<file path="config.mk">
export PLATFORM = sky130hd
export DESIGN_NAME = issue_stage
export DESIGN_NICKNAME = d
export VERILOG_FILES = /design/src/common/issue_pkg.sv /design/src/issue/dispatch_regs.sv /design/src/issue/hazard_check.sv /design/src/issue/issue_select.sv /design/src/issue/operand_fetch.sv /design/src/rtl/issue_stage.sv
export SDC_FILE = /design/constraint.sdc
export NUM_CORES = 2
export LEC_CHECK = 0
export BUFFER_PORTS_ARGS = -buffer_cell sky130_fd_sc_hd__buf_4
export CAP_MARGIN = 10
export CORE_AREA = 2 2 645 647
export DETAILED_ROUTE_END_ITERATION = 8
export DIE_AREA = 0 0 647 649
export HOLD_SLACK_MARGIN = 0.12
export MAX_ROUTING_LAYER = met4
export PLACE_DENSITY = 0.3
export SYNTH_ARGS = -nofsm -noshare
export SYNTH_HDL_FRONTEND = slang
export SYNTH_SLANG_ARGS = --single-unit
</file>
<file path="constraint.sdc">
create_clock -name clk -period 71.1 [get_ports clk]
set_input_delay 14.22 -clock clk [delete_from_list [all_inputs] [get_ports clk]]
set_output_delay 14.22 -clock clk [all_outputs]
set_load 0.02 [all_outputs]
</file>
<file path="src/common/issue_pkg.sv">
package issue_pkg;

    // Widths with a meaning of their own
    typedef logic [63:0] xlen_t;
    typedef logic [4:0]  reg_idx_t;
    typedef logic [63:0] imm_t;
    typedef logic [3:0]  alu_op_t;
    typedef logic [1:0]  mem_width_t;
    typedef logic [11:0] lsp_offset_t;

    // Instruction class, any other encoding is never issued
    typedef enum logic [2:0] {
        OT_INT   = 3'd0,
        OT_LOAD  = 3'd1,
        OT_STORE = 3'd2
    } op_type_e;

    typedef enum logic [1:0] {
        OPR1_RS1  = 2'd0,
        OPR1_PC   = 2'd1,
        OPR1_ZERO = 2'd2,
        OPR1_ZIMM = 2'd3
    } opr1_sel_e;

    typedef enum logic [1:0] {
        OPR2_RS2  = 2'd0,
        OPR2_IMM  = 2'd1,
        OPR2_FOUR = 2'd2
    } opr2_sel_e;

    // One decoded instruction from the decoder
    typedef struct packed {
        xlen_t      pc;
        op_type_e   op_type;
        alu_op_t    op;
        logic       option;
        opr1_sel_e  opr1_sel;
        opr2_sel_e  opr2_sel;
        imm_t       imm;
        reg_idx_t   rs1;
        reg_idx_t   rs2;
        reg_idx_t   rd;
        logic       wb_en;
        logic       mem_sign;
        mem_width_t mem_width;
    } dec_bundle_t;

    // A bypass source, either in execute, memory or writeback
    typedef struct packed {
        logic     valid;
        logic     wb_en;
        reg_idx_t dst;
        xlen_t    result;
    } result_fwd_t;

    typedef struct packed {
        xlen_t    pc;
        reg_idx_t dst;
        logic     wb_en;
        alu_op_t  op;
        logic     option;
        xlen_t    operand1;
        xlen_t    operand2;
    } int_issue_t;

    typedef struct packed {
        xlen_t       pc;
        reg_idx_t    dst;
        logic        wb_en;
        xlen_t       base;
        lsp_offset_t offset;
        xlen_t       source;
        logic        mem_sign;
        mem_width_t  mem_width;
    } lsp_issue_t;

    typedef struct packed {
        xlen_t operand1;
        xlen_t operand2;
        logic  ready1;
        logic  ready2;
    } slot_operands_t;

endpackage

</file>
<file path="src/issue/dispatch_regs.sv">
`timescale 1ns/100ps

module dispatch_regs (
    input  logic                      clk,
    input  logic                      rst,
    input  logic                      issue_ip0,
    input  logic                      issue_ip1,
    input  logic                      issue_lsp,
    input  logic                      lsp_from_dec1,
    input  logic                      flush,
    input  issue_pkg::dec_bundle_t    dec0,
    input  issue_pkg::dec_bundle_t    dec1,
    input  issue_pkg::slot_operands_t opr0,
    input  issue_pkg::slot_operands_t opr1,
    input  logic                      ip0_ready,
    input  logic                      ip1_ready,
    input  logic                      lsp_ready,
    output issue_pkg::int_issue_t     ip0_issue,
    output issue_pkg::int_issue_t     ip1_issue,
    output logic                      ip0_valid,
    output logic                      ip1_valid,
    output issue_pkg::lsp_issue_t     lsp_issue,
    output logic                      lsp_valid
);

    function automatic issue_pkg::int_issue_t to_int(input issue_pkg::dec_bundle_t d,
                                                     input issue_pkg::slot_operands_t o);
        issue_pkg::int_issue_t r;
        r.pc       = d.pc;
        r.dst      = d.rd;
        r.wb_en    = d.wb_en;
        r.op       = d.op;
        r.option   = d.option;
        r.operand1 = o.operand1;
        r.operand2 = o.operand2;
        return r;
    endfunction

    // Address base from operand 1, store data from operand 2
    function automatic issue_pkg::lsp_issue_t to_lsp(input issue_pkg::dec_bundle_t d,
                                                     input issue_pkg::slot_operands_t o);
        issue_pkg::lsp_issue_t r;
        r.pc        = d.pc;
        r.dst       = d.rd;
        r.wb_en     = d.wb_en;
        r.base      = o.operand1;
        r.offset    = d.imm[11:0];
        r.source    = o.operand2;
        r.mem_sign  = d.mem_sign;
        r.mem_width = d.mem_width;
        return r;
    endfunction

    always_ff @(posedge clk) begin
        if (issue_ip0)
            ip0_issue <= to_int(dec0, opr0);
        if (issue_ip1)
            ip1_issue <= to_int(dec1, opr1);
        if (issue_lsp)
            lsp_issue <= lsp_from_dec1 ? to_lsp(dec1, opr1) : to_lsp(dec0, opr0);
    end

    // Valid holds until the pipe takes it
    always_ff @(posedge clk) begin
        if (rst) begin
            ip0_valid <= 1'b0;
            ip1_valid <= 1'b0;
            lsp_valid <= 1'b0;
        end else begin
            if (issue_ip0)
                ip0_valid <= 1'b1;
            else if (ip0_ready || flush)
                ip0_valid <= 1'b0;
            if (issue_ip1)
                ip1_valid <= 1'b1;
            else if (ip1_ready || flush)
                ip1_valid <= 1'b0;
            if (issue_lsp)
                lsp_valid <= 1'b1;
            else if (lsp_ready || flush)
                lsp_valid <= 1'b0;
        end
    end

endmodule

</file>
<file path="src/issue/hazard_check.sv">
`timescale 1ns/100ps

module hazard_check (
    input  issue_pkg::dec_bundle_t dec0,
    input  issue_pkg::dec_bundle_t dec1,
    input  logic                   dec0_valid,
    input  logic                   dec1_valid,
    input  issue_pkg::result_fwd_t ip0_ex,
    input  issue_pkg::result_fwd_t ip1_ex,
    input  issue_pkg::result_fwd_t ip0_wb,
    input  issue_pkg::result_fwd_t ip1_wb,
    input  issue_pkg::result_fwd_t lsp_mem,
    input  logic                   lsp_pending,
    input  issue_pkg::reg_idx_t    lsp_pending_dst,
    output logic [1:0]             waw_ok_int,
    output logic [1:0]             waw_ok_lsp,
    output logic                   pair_ok
);

    issue_pkg::dec_bundle_t dec [2];
    logic                   dec1_reads_rd;

    function automatic logic busy(input issue_pkg::result_fwd_t f,
                                  input issue_pkg::reg_idx_t rd);
        return f.valid && f.wb_en && (f.dst == rd);
    endfunction

    assign dec[0] = dec0;
    assign dec[1] = dec1;

    // Results from different pipes can land out of order
    for (genvar s = 0; s < 2; s++) begin : g_slot
        logic lsp_dst_hit;
        logic int_dst_hit;

        assign lsp_dst_hit = (lsp_mem.wb_en && (lsp_mem.dst == dec[s].rd)) ||
                             (lsp_pending && (lsp_pending_dst == dec[s].rd));
        assign int_dst_hit = busy(ip0_ex, dec[s].rd) || busy(ip1_ex, dec[s].rd) ||
                             busy(ip0_wb, dec[s].rd) || busy(ip1_wb, dec[s].rd);

        assign waw_ok_int[s] = !dec[s].wb_en || !lsp_dst_hit;
        assign waw_ok_lsp[s] = !dec[s].wb_en || !int_dst_hit;
    end

    // RAW from slot 0 into slot 1
    assign dec1_reads_rd =
        ((dec0.rd == dec1.rs1) && (dec1.opr1_sel == issue_pkg::OPR1_RS1)) ||
        ((dec0.rd == dec1.rs2) && (dec1.opr2_sel == issue_pkg::OPR2_RS2));

    assign pair_ok = dec0_valid && dec1_valid &&
                     !(dec0.wb_en && dec1.wb_en && (dec0.rd == dec1.rd)) &&
                     !(dec0.wb_en && dec1_reads_rd);

endmodule

</file>
<file path="src/issue/issue_select.sv">
`timescale 1ns/100ps

module issue_select (
    input  issue_pkg::dec_bundle_t    dec0,
    input  issue_pkg::dec_bundle_t    dec1,
    input  logic                      dec0_valid,
    input  logic                      dec1_valid,
    input  logic                      flush,
    input  issue_pkg::slot_operands_t opr0,
    input  issue_pkg::slot_operands_t opr1,
    input  logic [1:0]                waw_ok_int,
    input  logic [1:0]                waw_ok_lsp,
    input  logic                      pair_ok,
    input  logic                      ip0_ready,
    input  logic                      ip1_ready,
    input  logic                      lsp_ready,
    output logic                      dec0_ready,
    output logic                      dec1_ready,
    output logic                      issue_ip0,
    output logic                      issue_ip1,
    output logic                      issue_lsp,
    output logic                      lsp_from_dec1
);

    logic dec0_int;
    logic dec0_ls;
    logic dec1_int;
    logic dec1_ls;
    logic dec0_go;
    logic dec1_go;
    logic lsp_from_dec0;
    logic dec0_issued;
    logic dec1_issued;

    assign dec0_int = (dec0.op_type == issue_pkg::OT_INT);
    assign dec0_ls  = (dec0.op_type == issue_pkg::OT_LOAD) ||
                      (dec0.op_type == issue_pkg::OT_STORE);
    assign dec1_int = (dec1.op_type == issue_pkg::OT_INT);
    assign dec1_ls  = (dec1.op_type == issue_pkg::OT_LOAD) ||
                      (dec1.op_type == issue_pkg::OT_STORE);

    // Slot 0 candidates
    assign dec0_go       = !flush && dec0_valid && opr0.ready1 && opr0.ready2;
    assign issue_ip0     = dec0_go && dec0_int && waw_ok_int[0] && ip0_ready;
    assign lsp_from_dec0 = dec0_go && dec0_ls && waw_ok_lsp[0] && lsp_ready;
    assign dec0_issued   = issue_ip0 || lsp_from_dec0;

    // Slot 1 only rides along with slot 0, never alone
    assign dec1_go       = dec0_issued && pair_ok && opr1.ready1 && opr1.ready2;
    assign issue_ip1     = dec1_go && dec1_int && waw_ok_int[1] && ip1_ready;
    assign lsp_from_dec1 = dec1_go && dec1_ls && !dec0_ls && waw_ok_lsp[1] && lsp_ready;
    assign dec1_issued   = issue_ip1 || lsp_from_dec1;

    assign issue_lsp = lsp_from_dec0 || lsp_from_dec1;

    // On flush the decoder side is drained
    assign dec0_ready = !(dec0_valid && !dec0_issued && !flush);
    assign dec1_ready = dec1_valid && dec1_issued;

endmodule

</file>
<file path="src/issue/operand_fetch.sv">
`timescale 1ns/100ps

module operand_fetch #(
    parameter bit MEM_FORWARD = 1'b1
) (
    input  issue_pkg::dec_bundle_t    slot,
    input  issue_pkg::xlen_t          rs1_data,
    input  issue_pkg::xlen_t          rs2_data,
    input  issue_pkg::result_fwd_t    ip0_ex,
    input  issue_pkg::result_fwd_t    ip1_ex,
    input  issue_pkg::result_fwd_t    ip0_wb,
    input  issue_pkg::result_fwd_t    ip1_wb,
    input  issue_pkg::result_fwd_t    lsp_wb,
    input  issue_pkg::result_fwd_t    lsp_mem,
    input  logic                      ip0_held,
    input  logic                      lsp_pending,
    input  issue_pkg::reg_idx_t       lsp_pending_dst,
    output issue_pkg::slot_operands_t operands
);

    issue_pkg::reg_idx_t src_idx [2];
    issue_pkg::xlen_t    src_data [2];

    function automatic logic hit(input issue_pkg::result_fwd_t f,
                                 input issue_pkg::reg_idx_t idx);
        return f.valid && f.wb_en && (f.dst == idx);
    endfunction

    assign src_idx[0]  = slot.rs1;
    assign src_idx[1]  = slot.rs2;
    assign src_data[0] = rs1_data;
    assign src_data[1] = rs2_data;

    // Later checks override earlier ones, so the order is the priority
    for (genvar i = 0; i < 2; i++) begin : g_src
        logic             rdy;
        issue_pkg::xlen_t val;

        always_comb begin
            rdy = 1'b1;
            val = src_data[i];
            if (hit(ip0_wb, src_idx[i]))
                val = ip0_wb.result;
            if (hit(ip1_wb, src_idx[i]))
                val = ip1_wb.result;
            if (hit(lsp_wb, src_idx[i]))
                val = lsp_wb.result;
            if (hit(ip0_ex, src_idx[i]))
                val = ip0_ex.result;
            if (hit(ip1_ex, src_idx[i]))
                val = ip1_ex.result;
            // Pipe 0 has not taken its dispatch yet, no result exists
            if (ip0_held && ip0_ex.wb_en && (ip0_ex.dst == src_idx[i]))
                rdy = 1'b0;
            // Load in memory stage, data only usable once it returns
            if (lsp_mem.wb_en && (lsp_mem.dst == src_idx[i])) begin
                rdy = 1'b0;
                if (MEM_FORWARD && lsp_mem.valid) begin
                    rdy = 1'b1;
                    val = lsp_mem.result;
                end
            end
            if (lsp_pending && (lsp_pending_dst == src_idx[i]))
                rdy = 1'b0;
            // x0 wins even over a bypass that targets it
            if (src_idx[i] == '0) begin
                rdy = 1'b1;
                val = '0;
            end
        end
    end

    always_comb begin
        operands.ready1 = (slot.opr1_sel == issue_pkg::OPR1_RS1) ? g_src[0].rdy : 1'b1;
        operands.ready2 = (slot.opr2_sel == issue_pkg::OPR2_RS2) ? g_src[1].rdy : 1'b1;
        case (slot.opr1_sel)
            issue_pkg::OPR1_RS1:  operands.operand1 = g_src[0].val;
            issue_pkg::OPR1_PC:   operands.operand1 = slot.pc;
            issue_pkg::OPR1_ZIMM: operands.operand1 = {59'd0, slot.rs1};
            default:              operands.operand1 = '0;
        endcase
        case (slot.opr2_sel)
            issue_pkg::OPR2_RS2:  operands.operand2 = g_src[1].val;
            issue_pkg::OPR2_IMM:  operands.operand2 = slot.imm;
            default:              operands.operand2 = 64'd4;
        endcase
    end

endmodule

</file>
<file path="src/rtl/issue_stage.sv">
`timescale 1ns/100ps

module issue_stage #(
    parameter bit MEM_FORWARD = 1'b1
) (
    input  logic                   clk,
    input  logic                   rst,
    input  logic                   flush,
    input  issue_pkg::dec_bundle_t dec0_bundle,
    input  logic                   dec0_valid,
    output logic                   dec0_ready,
    input  issue_pkg::dec_bundle_t dec1_bundle,
    input  logic                   dec1_valid,
    output logic                   dec1_ready,
    output issue_pkg::reg_idx_t    rf_addr [0:3],
    input  issue_pkg::xlen_t       rf_data [0:3],
    output issue_pkg::int_issue_t  ip0_issue,
    output logic                   ip0_valid,
    input  logic                   ip0_ready,
    input  issue_pkg::xlen_t       ip0_fwd,
    output issue_pkg::int_issue_t  ip1_issue,
    output logic                   ip1_valid,
    input  logic                   ip1_ready,
    input  issue_pkg::xlen_t       ip1_fwd,
    output issue_pkg::lsp_issue_t  lsp_issue,
    output logic                   lsp_valid,
    input  logic                   lsp_ready,
    input  issue_pkg::result_fwd_t ip0_wb,
    input  issue_pkg::result_fwd_t ip1_wb,
    input  issue_pkg::result_fwd_t lsp_wb,
    input  issue_pkg::result_fwd_t lsp_mem
);

    issue_pkg::result_fwd_t    ip0_ex;
    issue_pkg::result_fwd_t    ip1_ex;
    issue_pkg::slot_operands_t opr0;
    issue_pkg::slot_operands_t opr1;
    logic                      ip0_held;
    logic                      lsp_pending;
    logic [1:0]                waw_ok_int;
    logic [1:0]                waw_ok_lsp;
    logic                      pair_ok;
    logic                      sel_dec0_ready;
    logic                      sel_dec1_ready;
    logic                      issue_ip0;
    logic                      issue_ip1;
    logic                      issue_lsp;
    logic                      lsp_from_dec1;

    assign rf_addr[0] = dec0_bundle.rs1;
    assign rf_addr[1] = dec0_bundle.rs2;
    assign rf_addr[2] = dec1_bundle.rs1;
    assign rf_addr[3] = dec1_bundle.rs2;

    // Pipe 0 stays visible while held so its destination stalls readers
    assign ip0_ex      = '{valid: ip0_valid, wb_en: ip0_issue.wb_en,
                           dst: ip0_issue.dst, result: ip0_fwd};
    assign ip1_ex      = '{valid: ip1_valid && ip1_ready, wb_en: ip1_issue.wb_en,
                           dst: ip1_issue.dst, result: ip1_fwd};
    assign ip0_held    = ip0_valid && !ip0_ready;
    assign lsp_pending = lsp_valid && lsp_issue.wb_en;

    assign dec0_ready = sel_dec0_ready && !rst;
    assign dec1_ready = sel_dec1_ready && !rst;

    operand_fetch #(.MEM_FORWARD(MEM_FORWARD)) operand_fetch_0 (
        .slot(dec0_bundle), .rs1_data(rf_data[0]), .rs2_data(rf_data[1]),
        .ip0_ex(ip0_ex), .ip1_ex(ip1_ex), .ip0_wb(ip0_wb), .ip1_wb(ip1_wb),
        .lsp_wb(lsp_wb), .lsp_mem(lsp_mem), .ip0_held(ip0_held),
        .lsp_pending(lsp_pending), .lsp_pending_dst(lsp_issue.dst), .operands(opr0)
    );

    operand_fetch #(.MEM_FORWARD(MEM_FORWARD)) operand_fetch_1 (
        .slot(dec1_bundle), .rs1_data(rf_data[2]), .rs2_data(rf_data[3]),
        .ip0_ex(ip0_ex), .ip1_ex(ip1_ex), .ip0_wb(ip0_wb), .ip1_wb(ip1_wb),
        .lsp_wb(lsp_wb), .lsp_mem(lsp_mem), .ip0_held(ip0_held),
        .lsp_pending(lsp_pending), .lsp_pending_dst(lsp_issue.dst), .operands(opr1)
    );

    hazard_check hazard_check_inst (
        .dec0(dec0_bundle), .dec1(dec1_bundle), .dec0_valid(dec0_valid),
        .dec1_valid(dec1_valid), .ip0_ex(ip0_ex), .ip1_ex(ip1_ex), .ip0_wb(ip0_wb),
        .ip1_wb(ip1_wb), .lsp_mem(lsp_mem), .lsp_pending(lsp_pending),
        .lsp_pending_dst(lsp_issue.dst), .waw_ok_int(waw_ok_int),
        .waw_ok_lsp(waw_ok_lsp), .pair_ok(pair_ok)
    );

    issue_select issue_select_inst (
        .dec0(dec0_bundle), .dec1(dec1_bundle), .dec0_valid(dec0_valid),
        .dec1_valid(dec1_valid), .flush(flush), .opr0(opr0), .opr1(opr1),
        .waw_ok_int(waw_ok_int), .waw_ok_lsp(waw_ok_lsp), .pair_ok(pair_ok),
        .ip0_ready(ip0_ready), .ip1_ready(ip1_ready), .lsp_ready(lsp_ready),
        .dec0_ready(sel_dec0_ready), .dec1_ready(sel_dec1_ready),
        .issue_ip0(issue_ip0), .issue_ip1(issue_ip1), .issue_lsp(issue_lsp),
        .lsp_from_dec1(lsp_from_dec1)
    );

    dispatch_regs dispatch_regs_inst (
        .clk(clk), .rst(rst), .issue_ip0(issue_ip0), .issue_ip1(issue_ip1),
        .issue_lsp(issue_lsp), .lsp_from_dec1(lsp_from_dec1), .flush(flush),
        .dec0(dec0_bundle), .dec1(dec1_bundle), .opr0(opr0), .opr1(opr1),
        .ip0_ready(ip0_ready), .ip1_ready(ip1_ready), .lsp_ready(lsp_ready),
        .ip0_issue(ip0_issue), .ip1_issue(ip1_issue), .ip0_valid(ip0_valid),
        .ip1_valid(ip1_valid), .lsp_issue(lsp_issue), .lsp_valid(lsp_valid)
    );

endmodule

</file>
* Word level (Yosys, flattened, before mapping)
Index checks and enable logic that the tools add are counted.
** Word-level totals
- Bits in registers :: 622
- Word-level logic and storage cells :: 275
- Output and inout port bits :: 644
** Cells by class
- Multiplexer cells :: 64
- Reduce and logical (&&, ||, !) cells :: 133
- Equal/unequal tests :: 53
** Operators by type and width (number)
- 64-bit 2-to-1 mux :: 32
- 64-bit one-hot mux with 3 select lines :: 2
- 64-bit one-hot mux with 2 select lines :: 2
- 5-bit equality test :: 43
- 213-bit 2-to-1 mux :: 1
- 1-bit logical AND :: 85
- 1-bit 2-to-1 mux :: 27
- 1-bit logical OR :: 21
- 5-bit zero test :: 4
- 1-bit zero test :: 14
- 2-bit by 1-bit equality test with 1-bit output, second input constant :: 4
- 2-bit zero test :: 4
- 3-bit by 1-bit equality test with 1-bit output, second input constant :: 2
- 3-bit by 2-bit equality test with 1-bit output, second input constant :: 2
- 3-bit zero test :: 2
- 2-bit nonzero test :: 3
- 2-bit equality test, second input constant :: 2

* Depth between registers and ports, before layout
- Depth in word-level cells :: 25
- Mapped depth :: 12
- Depth with buffers taken out :: 8

* By module
Synthesis repeated with hierarchy kept, for this count alone.
** Second synthesis, totals
- Cells, all modules :: 4404
- Area, all modules :: 44765.4 µm²
** Modules (own cells, without submodules)
- dispatch_regs :: cells an instance 868, area each 21982.3 µm², times used 1, seq. area each 18647.9 µm²
- operand_fetch :: cells an instance 1682, area each 10727.8 µm², times used 2, seq. area each 0.0 µm²
- hazard_check :: cells an instance 125, area each 985.9 µm², times used 1, seq. area each 0.0 µm²
- issue_stage :: cells an instance 25, area each 188.9 µm², times used 1, seq. area each 0.0 µm²
- issue_select :: cells an instance 22, area each 152.6 µm², times used 1, seq. area each 0.0 µm²

* Worst setup path before layout
OpenSTA, ideal clock, no wires.
- Path kind :: input to output
- From :: input port dec1_bundle[9] in the netlist's numbering
- To :: output port dec1_ready
- Cell stages on the path :: 9
- Data arrival time :: 49.011 ns
- Data required time :: 56.880 ns
- Path buffers :: 2
- Slack :: 7.869 ns
- Path through :: buf_2 > nor4_1 > a21boi_0 > buf_2 > nand2_1 > nand4_1 > a2111oi_0 > nor2_1 > nor3b_1
** On the way
- Elaborated cells between the ends (all ways) :: 31
- Those cells by class :: eq/ne (4); mux (5); reduce/logical (22)
** RTL lines
- from (decl) :: RTL line issue_stage.sv:12 : input issue_pkg::dec_bundle_t dec1_bundle,
- branches (longest 8 deep; another with 5-bit equality test)
- 1-bit logical AND (*) :: RTL line issue_select.sv:49 : assign dec1_go = dec0_issued && pair_ok && opr1.ready1 && opr1.ready2;
- 1-bit logical AND (*) (3 in a row) :: RTL line issue_select.sv:50 : assign issue_ip1 = dec1_go && dec1_int && waw_ok_int[1] && ip1_ready;
- named net dispatch_regs_inst.issue_ip1 :: RTL line dispatch_regs.sv:7 : input logic issue_ip1,
- 1-bit logical OR (*) :: RTL line issue_select.sv:52 : assign dec1_issued = issue_ip1 || lsp_from_dec1;
- 1-bit logical AND (*) :: RTL line issue_select.sv:58 : assign dec1_ready = dec1_valid && dec1_issued;
- 1-bit logical AND (*) :: RTL line issue_stage.sv:64 : assign dec1_ready = sel_dec1_ready && !rst;
- to (decl) :: RTL line issue_stage.sv:14 : output logic dec1_ready,
Mark *: on every way through the listed nets, which the timed path passes.

* Final worst setup path
Same ends and word-level chain as after synthesis.

==> impl_metrics.csv <==
group,metric,value,unit
setup_path,ff2ff_path_depth,10,
floorplanning,die_w,647,µm
detailed_routing,drt-initial-drc-count,5851,
grt,grt_remaining_overflow,0,
timing,hold_viol_final,0,
yosys,synth_top_cell_by_area,"edfxtp_1",
power_and_ir_drop,seqPwrFrac,37.6,%
clocking,h-tree-depth,3,
clocking,cts_tree,"done",
yosys,postSynthNetCount,5136,
cells_and_area,n_fill_cell,46582,
yosys,postSynthAreaPerCell,10.06,µm²
detailed_routing,routedWlPerCell,39.92,µm
hold_path,hp-class,"reg -> reg",
clocking,cts.sinks,622,
timing,setup_violations,0,
clocking,clk-insertion-delay-late,0.86,ns
clocking,cts_hold_buf,0,
floorplanning,start_util,10.10,%
power_and_ir_drop,power,1.087,mW
power_and_ir_drop,ir_drop,0.01576,mV
yosys,syn_area,41650,µm²
detailed_routing,num_vias,46601,
setup_path,arrival,17.30,ns
timing,fin_ws,39.58,ns
yosys,synth_edf_count,619,
grt,track_usage,21.02,%
setup_path,critPathCapture,"dec1_ready",
setup_path,worst-path-max-fanout,18,
setup_path,reg2reg_to,"dispatch_regs_inst.lsp_issue[28]$_DFFE_PP_",
floorplanning,coreArea,412500,µm²
yosys,synth-seq-cells,622,
grt,antenna_found_initial,230,
setup_path,path_class,"in -> out",
clocking,numCtsBuffers,95,
timing,whs,0.5931,ns
timing,period_share,44.33,%
yosys,ys_seq_area_share,44.77,%
power_and_ir_drop,power_leakage,24.38,nW
setup_path,cp_common_cell,"buf_4",
place,io_buffers,1637,
clocking,clk_pin_slew,0.06,ns
timing,fin_skew,0.06242,ns
cells_and_area,drive_above_1_share,38.88,%
setup_path,setup.worst_path.start_class,"input pin",
setup_path,required,56.88,ns
detailed_routing,postRouteAntennaNets,0,
power_and_ir_drop,pwr-share-comb,17.0,%
detailed_routing,route.detailed.drc,0,
timing,setup_tns,0,ns
yosys,synth_top_area_share,44.62,%
floorplanning,die_h,649,µm
yosys,synth_cell_types,63,
cells_and_area,area_growth,52.72,%
clocking,cts_setup_buffers,0,
timing,slew_violations,0,
detailed_routing,viasPerCell,4.145,
power_and_ir_drop,swShare,29.11,%
cells_and_area,nets,6573,
timing,relSlewSlack,18.62,%
yosys,yosysWarnings,0,
place,dp_slack,39.52,ns
timing,final.min_clock_period,31.52,ns
grt,grt_first_pass_wirelength,556700,µm
place,post-dp-hpwl,364700,µm
yosys,async_reset_ff_share,0,%
setup_path,max_stage_delay,0.58,ns
timing,tightest_slew,1.221,ns
yosys,postSynthCellCount,4142,
setup_path,path_cells,"buf_4 -> nor4_1 -> a21boi_4 -> buf_4 -> nand3_1 -> o41a_1 -> nand4_1 -> a2111oi_2 -> buf_4 -> nor2_1 -> nor3b_1 -> buf_4",
setup_path,crit_path_start,"dec1_bundle[9]",
power_and_ir_drop,p_sw,0.3163,mW
yosys,ys_top_cells_by_area,"edfxtp_1 (45%), mux2i_1 (6.2%), a21oi_1 (6.2%)",
clocking,cts_resized,0,
clocking,cts_root_buffer,"clkbuf_16",
grt,grt_pass1_vias,45277,
setup_path,cp-end-kind,"output pin",
place,place.gp.congestion,0.8914,
setup_path,ff2ff_setup_slack,64.72,ns
flow_run,max_cap_violations,0,
cells_and_area,instances_no_fill,11242,
grt,met2_usage,35.73,%
floorplanning,num_rows,236,
floorplanning,dieArea,419900,µm²
timing,grt_setup_unrepaired,"false",
power_and_ir_drop,pwr_density_cell,17.08,nW/µm²
grt,grt_use_met1,23.51,%
detailed_routing,dr.pass1.iters,6,
grt,grt_use_met3,6.345,%
setup_path,r2r_start,"dispatch_regs_inst.ip0_issue[133]$_DFFE_PP_",
power_and_ir_drop,p_int,0.7703,mW
setup_path,slowest_stage,"nor4_1",
grt,busiest_layer,"met2",
floorplanning,num_io_pins,1638,
yosys,synth_flop_cell,"edfxtp_1",
status,status,"finished, final reports clean",
power_and_ir_drop,power_frac_clock,45.4,%
clocking,clock_path_buffers,4,
detailed_routing,drt_wl_total,448700,µm
place,dp.cells,10956,
grt,grt_max_degree,66,
timing,max_clock_freq,0.03173,GHz
[Yosys cell counts, types with 85 or more instances]
cell / instances
or3_1: 132
edfxtp_1: 619
xnor2_1: 85
a211oi_1: 128
clkbuf_1: 289
mux2_4: 125
xor2_1: 128
buf_2: 90
nand2_1: 337
a221o_1: 192
mux2_2: 97
mux2i_1: 258
nor2_1: 347
o211ai_1: 191
o21ai_0: 229
a21oi_1: 512
nand3_1: 86
[how the worst min path moves through the flow]
stage | cells after the start | to | startpoint
after floorplan | 2 | dispatch_regs_inst.ip1_valid$_SDFFE_PP0P_ | dispatch_regs_inst.ip1_valid$_SDFFE_PP0P_
after global placement | 2 | dispatch_regs_inst.lsp_valid$_SDFFE_PP0P_ | dispatch_regs_inst.lsp_valid$_SDFFE_PP0P_
after detailed placement | 2 | dispatch_regs_inst.lsp_valid$_SDFFE_PP0P_ | dispatch_regs_inst.lsp_valid$_SDFFE_PP0P_
after CTS | 2 | dispatch_regs_inst.lsp_valid$_SDFFE_PP0P_ | dispatch_regs_inst.lsp_valid$_SDFFE_PP0P_
after global routing | 2 | dispatch_regs_inst.lsp_valid$_SDFFE_PP0P_ | dispatch_regs_inst.lsp_valid$_SDFFE_PP0P_
final | 2 | dispatch_regs_inst.lsp_valid$_SDFFE_PP0P_ | dispatch_regs_inst.lsp_valid$_SDFFE_PP0P_
[cells in the final DEF (no fill, tap or decap), types with 4 or more instances in the layout]
| cell | instances |
|---|---|
| a211oi_1 | 127 |
| a21oi_1 | 511 |
| a221o_1 | 192 |
| buf_12 | 5 |
| buf_4 | 1783 |
| bufinv_16 | 12 |
| clkbuf_1 | 15 |
| clkbuf_16 | 95 |
| clkinv_1 | 14 |
| clkinv_2 | 11 |
| clkinv_4 | 4 |
| clkinvlp_4 | 10 |
| diode_2 | 120 |
| edfxtp_1 | 619 |
| inv_1 | 12 |
| mux2_2 | 97 |
| mux2_4 | 125 |
| mux2i_1 | 258 |
| nand2_1 | 334 |
| nand3_1 | 75 |
| nand3_4 | 11 |
| nand4_1 | 17 |
| nor2_1 | 341 |
| nor2_4 | 6 |
| nor2b_4 | 6 |
| nor3_1 | 13 |
| nor3_2 | 4 |
| nor4_1 | 25 |
| o211ai_1 | 191 |
| o21ai_0 | 228 |
| o21ai_1 | 29 |
| o221ai_1 | 65 |
| or3_1 | 130 |
| or4_1 | 4 |
| xnor2_1 | 85 |
| xor2_1 | 128 |
[metrics by stage]
stage               area (µm²)  utilization [%]
global placement         60230            14.60
floorplan                41650                -
global route             63580            15.41
detailed placement       60230            14.60
finish                   63610            15.42
CTS                      63310            15.35
[flip-flops by register name, summed over array words and instances, names as in the netlist]
register                      count
dispatch_regs_inst.ip0_issue    203
dispatch_regs_inst.lsp_valid      1
dispatch_regs_inst.ip1_valid      1
dispatch_regs_inst.ip1_issue    203
dispatch_regs_inst.ip0_valid      1
dispatch_regs_inst.lsp_issue    213
[metal layers]
metal	up-vias	share of wire, %
met3	611	8.9
met4	0	3.1
met2	3104	50
met1	23972	38
li1	18914	-
met5	-	0
[worst max-delay path, delay by kind of cell]
| kind | cells | cell delay (ns) |
|---|---|---|
| and+or+nand+nor | 5 | 1.29 |
| buffers and inverters | 4 | 1.04 |
| AOI/OAI and AO/OA | 3 | 0.71 |
[logic make-up (layout without fill, tap and decap cells)]
logic type	count (synthesis)	in the layout	synth area share [%]
compound gates	1369	1369	21.51
simple gates	997	997	10.69
flops	622	622	44.77
mux	480	480	13.33
buf+inv	461	1967	5.218
xor+xnor	213	213	4.479
other cells	0	120	0
[cell type report]
class | count | area [µm²] | area share, %
diodes | 120 | 300.3 | 0.4720
clock buffers | 110 | 2434 | 3.825
clock inverters | 56 | 648.1 | 1.019
inverters | 13 | 53.80 | 0.08457
multi-input cells | 3059 | 21200 | 33.32
flip-flops and latches | 622 | 18650 | 29.31
well taps | 5474 | 6849 | 10.77
repair buffers | 1788 | 13490 | 21.20
[power groups by stage]
| stage | clock network [mW] | logic, mW | registers [mW] |
|---|---|---|---|
| 2_1_floorplan | 0 | 0.0642 | 0.418 |
| 3_3_place_gp | 0 | 0.183 | 0.416 |
| 3_5_place_dp | 0 | 0.184 | 0.416 |
| 4_1_cts | 0.507 | 0.184 | 0.409 |
| 5_1_grt | 0.518 | 0.192 | 0.408 |
| 6_report | 0.493 | 0.185 | 0.409 |
Power figures use the tool's default switching activity.
